==> config.mk <==
export PLATFORM = sky130hd
export DESIGN_NAME = mem_subsys_top
export DESIGN_NICKNAME = d
export VERILOG_FILES = /design/src/common/mem_pkg.sv /design/src/common/biu_if.sv /design/src/verilog/mem_subsys_top.sv /design/src/biu/wb_biu.sv /design/src/ccu/ccu_arbiter.sv
export VERILOG_INCLUDE_DIRS = /design/src /design/src/common
export SDC_FILE = /design/constraint.sdc
export NUM_CORES = 1
export LEC_CHECK = 0
export ABC_AREA = 0
export BUFFER_PORTS_ARGS = -buffer_cell sky130_fd_sc_hd__buf_2
export CAP_MARGIN = 5
export CORE_AREA = 2 2 350 352
export DETAILED_ROUTE_END_ITERATION = 12
export DIE_AREA = 0 0 352 354
export PLACE_DENSITY_LB_ADDON = 0.15
export SYNTH_ARGS = -nofsm -noshare
export SYNTH_HDL_FRONTEND = slang
export SYNTH_SLANG_ARGS = --single-unit
==> constraint.sdc <==
create_clock -name i_wb_clk -period 3.78 [get_ports i_wb_clk]
set_input_delay 0.567 -clock i_wb_clk [delete_from_list [all_inputs] [get_ports i_wb_clk]]
set_output_delay 0.567 -clock i_wb_clk [all_outputs]
set_load 0.03 [all_outputs]
==> src/common/mem_cfg.svh <==
// Memory subsystem configuration
// Address width, Wishbone bus width and cache line size

`ifndef MEM_CFG_SVH
`define MEM_CFG_SVH

// Byte address width
`define MEM_ADDR_WIDTH 32

// Wishbone data bus width in bits
`define MEM_WB_DATA_WIDTH 16

// Cache line size in bytes
`define MEM_LINE_BYTES 32

`endif
==> src/common/mem_pkg.sv <==
// Memory subsystem package
// Line, word and address types plus the BIU and CCU enumerations

`default_nettype none

`include "mem_cfg.svh"

package mem_pkg;

    typedef logic [`MEM_ADDR_WIDTH-1:0]    addr_t;
    typedef logic [`MEM_WB_DATA_WIDTH-1:0] wb_word_t;

    localparam int LINE_WIDTH     = `MEM_LINE_BYTES * 8;
    localparam int BEATS          = LINE_WIDTH / `MEM_WB_DATA_WIDTH;
    localparam int WB_WORD_BYTES  = `MEM_WB_DATA_WIDTH / 8;
    localparam int BEAT_IDX_WIDTH = $clog2(BEATS);

    typedef logic [LINE_WIDTH-1:0] line_t;

    // Bus interface unit states
    typedef enum logic [1:0] {
        IDLE = 2'b00,
        REQS = 2'b01,
        ACKS = 2'b10,
        DONE = 2'b11
    } biu_state_e;

    // Current owner of the BIU
    typedef enum logic [1:0] {
        NONE = 2'b00,
        IC   = 2'b01,
        DC   = 2'b10
    } ccu_owner_e;

endpackage

`default_nettype wire

==> src/common/biu_if.sv <==
// CCU to BIU line request interface
// Level request with done; en is held until done, done is held until en falls

`default_nettype none

interface biu_if;

    // Request side, driven by the CCU
    logic            en;
    logic            we;
    mem_pkg::addr_t  addr;
    mem_pkg::line_t  wdata;

    // Result side, driven by the BIU
    mem_pkg::line_t  rdata;
    logic            busy;
    logic            done;

    modport ccu (
        output en,
        output we,
        output addr,
        output wdata,
        input  rdata,
        input  busy,
        input  done
    );

    modport biu (
        input  en,
        input  we,
        input  addr,
        input  wdata,
        output rdata,
        output busy,
        output done
    );

endinterface

`default_nettype wire

==> src/verilog/mem_subsys_top.sv <==
// Memory subsystem top level
// Cache arbiter and Wishbone BIU joined through the CCU to BIU interface

`default_nettype none

module mem_subsys_top (
    input  wire logic                               i_wb_clk,
    input  wire logic                               i_wb_rst,

    // Instruction cache requester
    input  wire logic                               i_ic_en,
    input  wire mem_pkg::addr_t                     i_ic_addr,
    output mem_pkg::line_t                          o_ic_data,
    output logic                                    o_ic_done,

    // Data cache requester
    input  wire logic                               i_dc_en,
    input  wire logic                               i_dc_we,
    input  wire mem_pkg::addr_t                     i_dc_addr,
    input  wire mem_pkg::line_t                     i_dc_data,
    output mem_pkg::line_t                          o_dc_data,
    output logic                                    o_dc_done,

    // Wishbone master
    input  wire logic                               i_wb_ack,
    input  wire logic                               i_wb_stall,
    input  wire mem_pkg::wb_word_t                  i_wb_data,
    output logic                                    o_wb_cyc,
    output logic                                    o_wb_stb,
    output logic                                    o_wb_we,
    output logic [mem_pkg::WB_WORD_BYTES-1:0]       o_wb_sel,
    output mem_pkg::addr_t                          o_wb_addr,
    output mem_pkg::wb_word_t                       o_wb_data
);

    biu_if biu_bus ();

    // Round-robin owner of the bus interface
    ccu_arbiter u_ccu_arbiter (
        .i_wb_clk  (i_wb_clk),
        .i_wb_rst  (i_wb_rst),
        .i_ic_en   (i_ic_en),
        .i_ic_addr (i_ic_addr),
        .o_ic_data (o_ic_data),
        .o_ic_done (o_ic_done),
        .i_dc_en   (i_dc_en),
        .i_dc_we   (i_dc_we),
        .i_dc_addr (i_dc_addr),
        .i_dc_data (i_dc_data),
        .o_dc_data (o_dc_data),
        .o_dc_done (o_dc_done),
        .biu       (biu_bus.ccu)
    );

    // Line to beat conversion on the Wishbone bus
    wb_biu u_wb_biu (
        .i_wb_clk   (i_wb_clk),
        .i_wb_rst   (i_wb_rst),
        .i_wb_ack   (i_wb_ack),
        .i_wb_stall (i_wb_stall),
        .i_wb_data  (i_wb_data),
        .o_wb_cyc   (o_wb_cyc),
        .o_wb_stb   (o_wb_stb),
        .o_wb_we    (o_wb_we),
        .o_wb_sel   (o_wb_sel),
        .o_wb_addr  (o_wb_addr),
        .o_wb_data  (o_wb_data),
        .biu        (biu_bus.biu)
    );

endmodule

`default_nettype wire

==> src/biu/wb_biu.sv <==
// Wishbone bus interface unit
// Splits a cache line into pipelined Wishbone beats and gathers the read data

`default_nettype none

module wb_biu (
    input  wire logic                               i_wb_clk,
    input  wire logic                               i_wb_rst,
    input  wire logic                               i_wb_ack,
    input  wire logic                               i_wb_stall,
    input  wire mem_pkg::wb_word_t                  i_wb_data,
    output logic                                    o_wb_cyc,
    output logic                                    o_wb_stb,
    output logic                                    o_wb_we,
    output logic [mem_pkg::WB_WORD_BYTES-1:0]       o_wb_sel,
    output mem_pkg::addr_t                          o_wb_addr,
    output mem_pkg::wb_word_t                       o_wb_data,

    biu_if.biu                                      biu
);

    import mem_pkg::*;

    localparam int CNT_WIDTH = BEAT_IDX_WIDTH + 1;
    localparam int WORD_W    = $bits(wb_word_t);

    biu_state_e                state_q;
    biu_state_e                state_d;
    logic [CNT_WIDTH-1:0]      req_cnt;
    logic [CNT_WIDTH-1:0]      ack_cnt;
    logic [BEAT_IDX_WIDTH-1:0] req_idx;
    logic [BEAT_IDX_WIDTH-1:0] ack_idx;
    addr_t                     addr_offset;
    line_t                     line_q;
    logic                      in_progress;
    logic                      accept;
    logic                      ack_seen;
    logic                      last_req;
    logic                      last_ack;

    assign in_progress = (state_q == REQS) || (state_q == ACKS);

    // Beat is taken by the slave when strobe is up and it does not stall
    assign accept   = (state_q == REQS) && !i_wb_stall;
    assign ack_seen = in_progress && i_wb_ack;
    assign last_req = accept && (req_cnt == CNT_WIDTH'(BEATS - 1));
    assign last_ack = ack_seen && (ack_cnt == CNT_WIDTH'(BEATS - 1));

    assign req_idx = req_cnt[BEAT_IDX_WIDTH-1:0];
    assign ack_idx = ack_cnt[BEAT_IDX_WIDTH-1:0];

    always_comb begin
        state_d = state_q;
        case (state_q)
            IDLE: begin
                if (biu.en) begin
                    state_d = REQS;
                end
            end
            REQS: begin
                // Leave only once the final beat has really gone out
                if (last_req) begin
                    state_d = last_ack ? DONE : ACKS;
                end
            end
            ACKS: begin
                if (last_ack) begin
                    state_d = DONE;
                end
            end
            DONE: begin
                if (!biu.en) begin
                    state_d = IDLE;
                end
            end
            default: state_d = IDLE;
        endcase
    end

    always_ff @(posedge i_wb_clk) begin
        if (i_wb_rst) begin
            state_q <= IDLE;
        end else begin
            state_q <= state_d;
        end
    end

    // Beat and acknowledge bookkeeping restarts on every idle cycle
    always_ff @(posedge i_wb_clk) begin
        if (i_wb_rst || (state_q == IDLE)) begin
            req_cnt     <= '0;
            ack_cnt     <= '0;
            addr_offset <= '0;
        end else begin
            if (accept) begin
                req_cnt     <= req_cnt + CNT_WIDTH'(1);
                addr_offset <= addr_offset + addr_t'(WB_WORD_BYTES);
            end
            if (ack_seen) begin
                ack_cnt <= ack_cnt + CNT_WIDTH'(1);
            end
        end
    end

    // Each read acknowledge fills its own word of the line
    always_ff @(posedge i_wb_clk) begin
        if (ack_seen && !biu.we) begin
            line_q[ack_idx*WORD_W +: WORD_W] <= i_wb_data;
        end
    end

    // CCU side
    assign biu.rdata = line_q;
    assign biu.busy  = in_progress;
    assign biu.done  = (state_q == DONE);

    // Wishbone side
    assign o_wb_cyc  = in_progress;
    assign o_wb_stb  = (state_q == REQS);
    assign o_wb_we   = biu.we;
    assign o_wb_sel  = '1;
    assign o_wb_addr = biu.addr + addr_offset;
    assign o_wb_data = biu.wdata[req_idx*WORD_W +: WORD_W];

endmodule

`default_nettype wire

==> src/ccu/ccu_arbiter.sv <==
// Cache control unit arbiter
// Round-robin ownership of the BIU between instruction and data caches

`default_nettype none

module ccu_arbiter (
    input  wire logic           i_wb_clk,
    input  wire logic           i_wb_rst,

    // Instruction cache, read only
    input  wire logic           i_ic_en,
    input  wire mem_pkg::addr_t i_ic_addr,
    output mem_pkg::line_t      o_ic_data,
    output logic                o_ic_done,

    // Data cache, fill and write back
    input  wire logic           i_dc_en,
    input  wire logic           i_dc_we,
    input  wire mem_pkg::addr_t i_dc_addr,
    input  wire mem_pkg::line_t i_dc_data,
    output mem_pkg::line_t      o_dc_data,
    output logic                o_dc_done,

    biu_if.ccu                  biu
);

    import mem_pkg::*;

    ccu_owner_e owner_q;
    ccu_owner_e owner_d;
    logic       last_dc_q;
    logic       owner_ic;
    logic       owner_dc;

    assign owner_ic = (owner_q == IC);
    assign owner_dc = (owner_q == DC);

    // Pick the next owner
    // A new grant is only made once the BIU is free again
    always_comb begin
        owner_d = owner_q;
        case (owner_q)
            NONE: begin
                if (!biu.busy) begin
                    if (i_ic_en && i_dc_en) begin
                        // When both wait the one not served last wins
                        owner_d = last_dc_q ? IC : DC;
                    end else if (i_ic_en) begin
                        owner_d = IC;
                    end else if (i_dc_en) begin
                        owner_d = DC;
                    end
                end
            end
            IC: begin
                if (!i_ic_en) begin
                    owner_d = NONE;
                end
            end
            DC: begin
                if (!i_dc_en) begin
                    owner_d = NONE;
                end
            end
            default: owner_d = NONE;
        endcase
    end

    always_ff @(posedge i_wb_clk) begin
        if (i_wb_rst) begin
            owner_q   <= NONE;
            last_dc_q <= 1'b0;
        end else begin
            owner_q <= owner_d;
            // Remember who got the last grant
            if ((owner_q == NONE) && (owner_d != NONE)) begin
                last_dc_q <= (owner_d == DC);
            end
        end
    end

    // Request to the BIU follows the owner
    assign biu.en    = (owner_ic & i_ic_en) | (owner_dc & i_dc_en);
    assign biu.we    = owner_dc & i_dc_we;
    assign biu.addr  = owner_dc ? i_dc_addr : i_ic_addr;
    assign biu.wdata = i_dc_data;

    // Results go back to the owner only
    assign o_ic_done = owner_ic & biu.done;
    assign o_dc_done = owner_dc & biu.done;
    assign o_ic_data = owner_ic ? biu.rdata : '0;
    assign o_dc_data = owner_dc ? biu.rdata : '0;

endmodule

`default_nettype wire

==> results of run 1 <==
## state kept, by name, indices dropped and copies added (netlist names)
signal                   count
u_wb_biu.ack_cnt             5
u_wb_biu.req_cnt             5
u_ccu_arbiter.last_dc_q      1
u_wb_biu.addr_offset        31
u_wb_biu.state_q             2
u_ccu_arbiter.owner_q        2
u_wb_biu.biu.rdata         256
## layout make-up
type	count	area (sq um)
clock inverter	22	258
clock buffer	48	1010
tap	1625	2030
inverter	22	82.6
timing repair buffer	1055	5900
fill	13300	92000
sequential	302	8620
antenna	10	25.0
multi-input combinational	1394	11000
## metrics by stage
stage | cells | TNS [ps] | hold WS (ps) | area [sq um] | setup WS, ps
after floorplan | 1839 | -154 | 466 | 19200 | -104
after global placement | 4372 | -710 | 480 | 26400 | -153
after detailed placement | 4372 | -777 | 486 | 26400 | -156
after CTS | 4450 | -5900 | 224 | 28300 | -422
after global routing | 4478 | -6670 | 251 | 28900 | -472
final | 4478 | -3770 | 277 | 28900 | -333
## cell usage after synthesis (all sizes together), types with 7 or more instances
cell type / n / area (sq um)
o211ai: 8 / 60.1
and3: 15 / 93.8
and2: 647 / 4050
nor2: 213 / 800
nand4: 11 / 75.1
o21ai: 28 / 140
inv: 22 / 82.6
dfxtp: 46 / 921
mux4: 80 / 1800
a21oi: 36 / 180
a21o: 9 / 67.6
nand3: 23 / 128
edfxtp: 256 / 7690
a211oi: 11 / 87.6
ha: 44 / 551
xor2: 34 / 298
buf: 17 / 88.8
clkbuf: 104 / 393
nor4: 7 / 65.1
nand2b: 8 / 50.1
xnor2: 26 / 228
nor3: 15 / 75.1
nand2: 82 / 310
mux2: 32 / 360
## routing by layer
metal	GRT usage, %	up-vias	wire length, um
li1	-	8275	-
met1	16.9	8578	37700
met2	29.8	695	54200
met3	2.81	136	5390
met4	3.85	6	2390
met5	0	-	37
## final timing paths
| check | from | to | cells past startpoint |
|---|---|---|---|
| max reg2reg | u_ccu_arbiter.owner_q[1] | u_wb_biu.biu.rdata[123] | 8 |
| min | i_wb_rst | u_wb_biu.state_q[1] | 2 |
| min reg2reg | u_wb_biu.ack_cnt[4] | u_wb_biu.ack_cnt[4] | 2 |
| max | u_ccu_arbiter.owner_q[1] | o_wb_addr[17] | 13 |
## power breakdown
group	internal, uW	switching [uW]	total [uW]
clock	2200	1570	3770
sequential	3640	45.9	3690
combinational	1910	3740	5660
## worst max-delay path, stage by stage, from the launching register on
cell and delay (ps):
dfxtp_2 320, nor2b_4 150, buf_12 140, buf_6 110, mux2_4 300, ha_4 210, nor2b_2 150, o211ai_1 250
a31oi_2 190, buf_4 180, o211ai_1 210, or4b_4 500, o311ai_4 100, buf_6 170
## what timing repair did
item	CTS	global route
pin swaps	29	41
gates resized for setup	115	100
gates cloned	0	1
setup buffers	8	18
setup endpoints to repair	25	25
hold buffers	0	0
## logic make-up after synthesis
logic type	after synthesis	share of synthesized area (%)
adders and majority gates	45	2.98
xor gates and xnor gates	60	2.75
and+or+nand+nor	1046	30.5
muxes	118	11.6
DFF	302	45.0
other	1	0.0196
buffers and inverters	143	2.95
AOI/OAI and AO/OA	123	4.19
==> out/metrics.yaml, run 1 <==
drc: 0
boundaryPins: 910
synthCells: 1838
ctsHtreeMaxLevel: 2
synth_warnings: 0
antenna_left: 0
fin_util_pct: 23.9
worstHoldPathType: "input port to flop"
cap_violations: 0
fmax_ghz: 0.243
cts_sinks: 302
fin_ws_ps: -333
violations: "setup timing"
dp_hpwl_um: 80200
grt_max_degree: 94
vias: 17700
start_util_pct: 15.8
synth_area_sq_um: 19100
grt_pass1_vias: 17900
clk-insertion-delay-late_ps: 570
rows: 128
cp.required_ps: 3210
cts_buffers: 39
synthDistinctLibCells: 62
cts_tree: "yes"
fin_skew_ps: 22.2
grt_overflow: 0
status: "finished, violations left"
syn2layout_area_growth_pct: 51.3
hold_viol_final: 0
numPortBuffers: 907
wl_um: 99700
syn-mean-instance-area_sq_um: 10.4
final_common_cell: "buf_2"
async_flop_share_pct: 0
tightest_slew_ps: 1210
drive_gt1_share_pct: 48.3
track_usage_pct: 15.3
pwr_density_cell_nw_per_um2: 453
die_area_sq_um: 125000
final_cell_mix: "885 x buf_2, 646 x and2_1, 256 x edfxtp_1"
clk_pin_slew_ps: 60
leakage_uw: 0.0121
drtIter0Drc: 1128
ys_ff_latch: 302
rsz0062_at_grt: "yes"
min_period_over_period_pct: 109
layout.nets: 3202
cp-start-kind: "flop"
antenna_found_initial: 44
grt_pass1_wl_um: 138000
fp.dieH_um: 354
ir_drop_uv: 235
slew_headroom_pct: 19.1
coreArea_sq_um: 121000
finalSetupViolations: 18
dr.pass1.iters: 5
cp.arrival_ps: 3550
worst-setup-path-type: "flop to output pin"
routabilityCongestion: 0.873
synth-seq-area-share_pct: 45.0
post-route-min-period_ps: 4110
vias_per_cell: 3.95
synthFlopType: "edfxtp_1"
clockBufferDepth: 3
synth_edf_count: 256
wl_per_cell_um: 22.3
fp.dieW_um: 352
end_kind: "output pin"
drv_slew: 0
cp_max_fo: 6
root_buffer: "clkbuf_16"
r2r_slack_ps: 910
p_total_uw: 13100
Note: power is estimated with default switching activity, not from simulation.
==> run 2: changes to the inputs <==
--- a/config.mk
+++ b/config.mk
@@ -12,7 +12,6 @@
 export CORE_AREA = 2 2 350 352
 export DETAILED_ROUTE_END_ITERATION = 12
 export DIE_AREA = 0 0 352 354
-export PLACE_DENSITY_LB_ADDON = 0.15
 export SYNTH_ARGS = -nofsm -noshare
 export SYNTH_HDL_FRONTEND = slang
 export SYNTH_SLANG_ARGS = --single-unit
==> run 2 against run 1 <==
The run still ends with setup timing left. Critical path depth up 1. Critical path type unchanged. Critical endpoint is now o_wb_addr[22]. Global-route usage up 0.65 points. Clock skew rose by 19 ps. Combinational power increased by 0.9%. Via count up 2.6%.
==> out/metrics.yaml, run 2 (synthesis gave the netlist of run 1 again) <==
placed_cell_area_sq_um: 26100  # was 26400 sq um
multi_input_area_sq_um: 11000  # about the same
worstHoldPathType: "input port to flop"  # unchanged
boundaryPins: 910  # unchanged
routabilityCongestion: 0.934  # was 0.873
fillers: 13100  # was 13300
vias_per_cell: 4.06  # was 3.95
vias: 18100  # was 17700
fmax_ghz: 0.247  # was 0.243 GHz
grt_pass1_vias: 17600  # was 17900
root_buffer: "clkbuf_16"  # unchanged
cp-start-kind: "flop"  # unchanged
status: "finished, violations left"  # unchanged
numPortBuffers: 907  # unchanged
violations: "setup timing"  # unchanged
fin_ws_ps: -268  # was -333 ps
stdcell_count: 4466  # was 4478
end_kind: "output pin"  # unchanged
largest_register_ffs: 256  # unchanged
clk-insertion-delay-late_ps: 590  # was 570 ps
grt_pass1_wl_um: 140000  # was 138000 um
cts_sinks: 302  # unchanged
drive_gt1_share_pct: 48.1  # was 48.3%
worst-setup-path-type: "flop to output pin"  # unchanged
rsz0062_at_grt: "yes"  # unchanged
final_cell_mix: "884 x buf_2, 646 x and2_1, 256 x edfxtp_1"  # was 885 x buf_2, 646 x and2_1, 256 x edfxtp_1
dr_wl_met2_um: 52500  # was 54200 um
regToRegStartpoint: "u_wb_biu.ack_cnt[0]"  # was u_ccu_arbiter.owner_q[1]
cp_max_fo: 7  # was 6
tightest_slew_ps: 1050  # was 1210 ps
startpoint: "u_ccu_arbiter.owner_q[1]"  # unchanged
dr.pass1.iters: 5  # unchanged
drv_slew: 0  # unchanged
cp.required_ps: 3210  # about the same
syn2layout_area_growth_pct: 51.2  # was 51.3%
finalSetupViolations: 18  # unchanged
clockBufferDepth: 3  # unchanged
met3_wirelength_um: 6540  # was 5390 um
cts_buffers: 40  # was 39
min_period_over_period_pct: 107  # was 109%
hold_viol_final: 0  # unchanged
antenna_found_initial: 44  # unchanged
final_common_cell: "buf_2"  # unchanged
placed_cells: 4333  # was 4372
fin_util_pct: 23.9  # about the same
regArea_sq_um: 8620  # about the same
grt_overflow: 0  # unchanged
antenna_left: 0  # unchanged
fp.dieW_um: 352  # unchanged
slew_headroom_pct: 29.8  # was 19.1%
wl_um: 105000  # was 99700 um
fin_tns_setup_ps: -3210  # was -3770 ps
wl_per_cell_um: 23.5  # was 22.3 um
drc: 0  # unchanged
track_usage_pct: 16.0  # was 15.3%
fp.dieH_um: 354  # unchanged
fin_skew_ps: 40.7  # was 22.2 ps
design_area_sq_um: 28900  # about the same
cts.hold.buffers_added: 0  # unchanged
top_layer: "met5"  # unchanged
drt-met1-wl_um: 41600  # was 37700 um
cts_tree: "yes"  # unchanged
ctsHtreeMaxLevel: 2  # unchanged
die_area_sq_um: 125000  # unchanged
leakage_uw: 0.0120  # was 0.0121 uW
clk_pin_slew_ps: 60  # about the same
cap_violations: 0  # unchanged
post-route-min-period_ps: 4050  # was 4110 ps
start_util_pct: 15.8  # unchanged
drtIter0Drc: 1253  # was 1128
hold_start: "i_wb_rst"  # unchanged
grt_max_degree: 120  # was 94
pwr_density_cell_nw_per_um2: 461  # was 453 nW/um^2
ir_drop_uv: 257  # was 235 uV
rows: 128  # unchanged
coreArea_sq_um: 121000  # unchanged
dp_hpwl_um: 85900  # was 80200 um
layout.nets: 3181  # was 3202
cp.arrival_ps: 3480  # was 3550 ps
[run 2: changes by cell type in the layout (fill, tap and decap cells not counted), moves of 4 or more]
| cell | before | now |
|---|---|---|
| a21oi_1 | 19 | 15 |
| nor2_1 | 197 | 201 |
| buf_6 | 23 | 27 |
| nor2_2 | 14 | 10 |
| clkbuf_1 | 9 | 5 |
| buf_4 | 138 | 111 |
| diode_2 | 10 | 19 |
[run 2: area by class of cell]
class	count	share of cell area (%)
tap	1625	7.03
inverter	22	0.285
antenna	19	0.164
multi-input combinational	1394	38.2
sequential	302	29.8
clock buffer	47	3.66
clock inverter	24	0.939
timing repair buffer	1033	20.0
[run 2: stage by stage]
step                      setup WS (ps)  total power (uW)  hold slack [ps]
after floorplan                    -104              7310              466
after global placement             -135              9260              479
after detailed placement           -161              9260              483
after CTS                          -436             13500              202
after global routing               -455             13900              245
final                              -268             13300              262
[run 2: repair_timing]
action	4_1_cts	5_1_grt
hold endpoints to repair	0	0
gates cloned	1	0
setup endpoints to repair	24	27
pin swaps	49	39
gates resized for setup	202	32
setup buffers	27	17
[run 2: worst max-delay path: stages, from the launching register on]
cell     delay, ps
dfxtp_2        330
nor2b_4        180
buf_12         150
buf_6          110
mux2_4         300
ha_4           210
buf_4          140
and4_4         190
o211a_4        250
o31a_1         310
buf_6          140
buf_4          130
o21ai_2        110
xnor2_1        160
buf_4          200
[run 2: metal layers]
| metal | GRT usage, % | vias to the layer above |
|---|---|---|
| li1 | - | 8245 |
| met1 | 19.3 | 8891 |
| met2 | 28.2 | 843 |
| met3 | 2.90 | 163 |
| met4 | 5.84 | 6 |
| met5 | 0 | - |
[run 2: worst paths after layout]
kind / endpoint / cells past startpoint / slack (ps)
max: o_wb_addr[22] / 14 / -270
min: u_ccu_arbiter.last_dc_q / 2 / 260
max reg2reg: u_wb_biu.biu.rdata[10] / 6 / 900
min reg2reg: u_wb_biu.ack_cnt[4] / 2 / 490
[run 2: power breakdown]
part	total, uW	internal (uW)	switching [uW]
registers	3720	3650	79.0
clock network	3910	2300	1610
logic	5710	1880	3830
total	13300	7830	5520
==> run 3: changes to the inputs <==
--- a/config.mk
+++ b/config.mk
@@ -9,9 +9,9 @@
 export ABC_AREA = 0
 export BUFFER_PORTS_ARGS = -buffer_cell sky130_fd_sc_hd__buf_2
 export CAP_MARGIN = 5
-export CORE_AREA = 2 2 350 352
+export CORE_AREA = 2 2 358 360
 export DETAILED_ROUTE_END_ITERATION = 12
-export DIE_AREA = 0 0 352 354
+export DIE_AREA = 0 0 360 362
 export SYNTH_ARGS = -nofsm -noshare
 export SYNTH_HDL_FRONTEND = slang
 export SYNTH_SLANG_ARGS = --single-unit
==> run 3 against run 2 <==
The flow still finishes with violations (setup timing). Setup slack worse by 72 ps. Combinational power hardly changed. Sequential power hardly changed. Maximum frequency is 1.7% lower. Utilization is 1.1 points lower. Power is 1.1% lower. Flip-flop and latch count stayed put. Clock power is 4% lower. Largest power group unchanged.
==> out/metrics.yaml, run 3 (synthesis gave the netlist of run 1 again) <==
cts.hold.buffers_added: 0  # unchanged
grt_overflow: 0  # unchanged
vias: 18400  # was 18100
final_common_cell: "buf_2"  # unchanged
cts_buffers: 40  # unchanged
fin_skew_ps: 36.8  # was 40.7 ps
layout.nets: 3177  # was 3181
ctsHtreeMaxLevel: 2  # unchanged
clk-insertion-delay-late_ps: 590  # about the same
cp.arrival_ps: 3550  # was 3480 ps
final_cell_mix: "882 x buf_2, 646 x and2_1, 256 x edfxtp_1"  # was 884 x buf_2, 646 x and2_1, 256 x edfxtp_1
track_usage_pct: 15.3  # was 16.0%
min_period_over_period_pct: 109  # was 107%
cp_max_fo: 6  # was 7
status: "finished, violations left"  # unchanged
vias_per_cell: 4.09  # was 4.06
finalSetupViolations: 19  # was 18
cp.required_ps: 3210  # about the same
numPortBuffers: 907  # unchanged
rows: 131  # was 128
cts_tree: "yes"  # unchanged
violations: "setup timing"  # unchanged
groute.layer.met3.usage_pct: 3.22  # was 2.90%
path_cells: "nor2b_4, buf_12, buf_12, mux2_4, ha_4, buf_4, and4_4, o211a_4, o31ai_4, buf_6, a21oi_1, nor4_4, buf_4"  # was nor2b_4, buf_12, buf_6, mux2_4, ha_4, buf_4, and4_4, o211a_4, o31a_1, buf_6, buf_4, o21ai_2, xnor2_1, buf_4
globalRouteMet1Util_pct: 17.8  # was 19.3%
drtIter0Drc: 1414  # was 1253
hold_slack_ps: 242  # was 262 ps
fp.dieW_um: 360  # was 352 um
busiest_layer: "met2"  # unchanged
clk_pin_slew_ps: 70  # was 60 ps
antenna_left: 0  # unchanged
cp-start-kind: "flop"  # unchanged
drc: 0  # unchanged
slew_headroom_pct: 26.7  # was 29.8%
grt_pass1_wl_um: 140000  # about the same
ir_drop_uv: 270  # was 257 uV
boundaryPins: 910  # unchanged
die_area_sq_um: 130000  # was 125000 sq um
dr.pass1.iters: 5  # unchanged
root_buffer: "clkbuf_16"  # unchanged
post-route-min-period_ps: 4120  # was 4050 ps
tightest_slew_ps: 1100  # was 1050 ps
fmax_ghz: 0.243  # was 0.247 GHz
grtUsageMet2_pct: 27.7  # was 28.2%
dp_slack_ps: -65.7  # was -161 ps
wl_per_cell_um: 23.5  # about the same
grt_max_degree: 124  # was 120
drv_slew: 0  # unchanged
cts_sinks: 302  # unchanged
rsz0062_at_grt: "yes"  # unchanged
leakage_uw: 0.0120  # about the same
cap_violations: 0  # unchanged
start_util_pct: 15.1  # was 15.8%
largest_register_ffs: 256  # unchanged
antenna_found_initial: 53  # was 44
slowest_stage: "dfxtp_2"  # unchanged
cpPeakStageDelay_ps: 330  # about the same
routabilityCongestion: 0.930  # was 0.934
dp_hpwl_um: 86700  # was 85900 um
drive_gt1_share_pct: 48.2  # was 48.1%
clockBufferDepth: 3  # unchanged
hold_viol_final: 0  # unchanged
grt_pass1_vias: 17700  # was 17600
pwr_density_cell_nw_per_um2: 456  # was 461 nW/um^2
wl_um: 105000  # about the same
syn2layout_area_growth_pct: 51.4  # was 51.2%
worstHoldPathType: "input port to flop"  # unchanged
fp.dieH_um: 362  # was 354 um
coreArea_sq_um: 127000  # was 121000 sq um
fin_ws_ps: -340  # was -268 ps
end_kind: "output pin"  # unchanged
worst-setup-path-type: "flop to output pin"  # unchanged
-- run 3: cell type report --
type                       instances  area (sq um)
timing repair buffer            1029          5760
multi-input combinational       1394         11100
clock buffer                      49          1040
clock inverter                    22           240
sequential                       302          8620
fill                           13700         97700
tap                             1662          2080
inverter                          22          82.6
antenna                           13          32.5
-- run 3: stage by stage --
step / total power, uW / utilization [%] / setup TNS (ps) / cell area (sq um) / instances
6_report: 13200 / 22.9 / -3660 / 29000 / 4493
5_1_grt: 13800 / 22.8 / -6860 / 28900 / 4488
4_1_cts: 13400 / 22.6 / -4720 / 28600 / 4469
3_5_place_dp: 9240 / 20.6 / -89.3 / 26100 / 4367
3_3_place_gp: 9220 / 20.6 / -87.4 / 26100 / 4367
2_1_floorplan: 7310 / - / -154 / 19200 / 1839
-- run 3: critical path, delay by kind of cell (launching register included) --
| kind | cells | cell delay [ps] |
|---|---|---|
| AND/OR/NAND/NOR | 3 | 660 |
| multiplexers | 1 | 310 |
| AO/OA/AOI/OAI | 3 | 650 |
| buffers and inverters | 5 | 780 |
| flip-flops | 1 | 330 |
| adder cells (fa/ha/maj) | 1 | 210 |
-- run 3: timing repair --
item / CTS / global route
buffers inserted: 30 / 14
pin swaps: 54 / 34
endpoints found under the setup margin: 24 / 147
cloned: 1 / 0
resized for setup: 215 / 46
-- run 3: power breakdown --
group          internal, uW  leakage (uW)  switching [uW]  total [uW]
sequential             3650       0.00238            64.2        3710
clock                  2150      0.000630            1610        3760
combinational          1900       0.00897            3830        5730
-- run 3: path summary, 6_finish.rpt --
check | endpoint | cells past startpoint | start | slack (ps)
setup reg to reg | u_wb_biu.biu.rdata[117] | 6 | u_wb_biu.state_q[0] | 800
hold reg to reg | u_wb_biu.ack_cnt[4] | 2 | u_wb_biu.ack_cnt[4] | 490
setup / recovery | o_wb_addr[30] | 13 | u_ccu_arbiter.owner_q[1] | -340
hold / removal | u_wb_biu.state_q[1] | 2 | i_wb_rst | 240
-- run 3: layer usage --
layer | share of wire, % | up-vias
li1 | - | 8224
met1 | 38 | 8966
met2 | 50 | 951
met3 | 7.1 | 202
met4 | 4.1 | 14
met5 | 0.091 | -
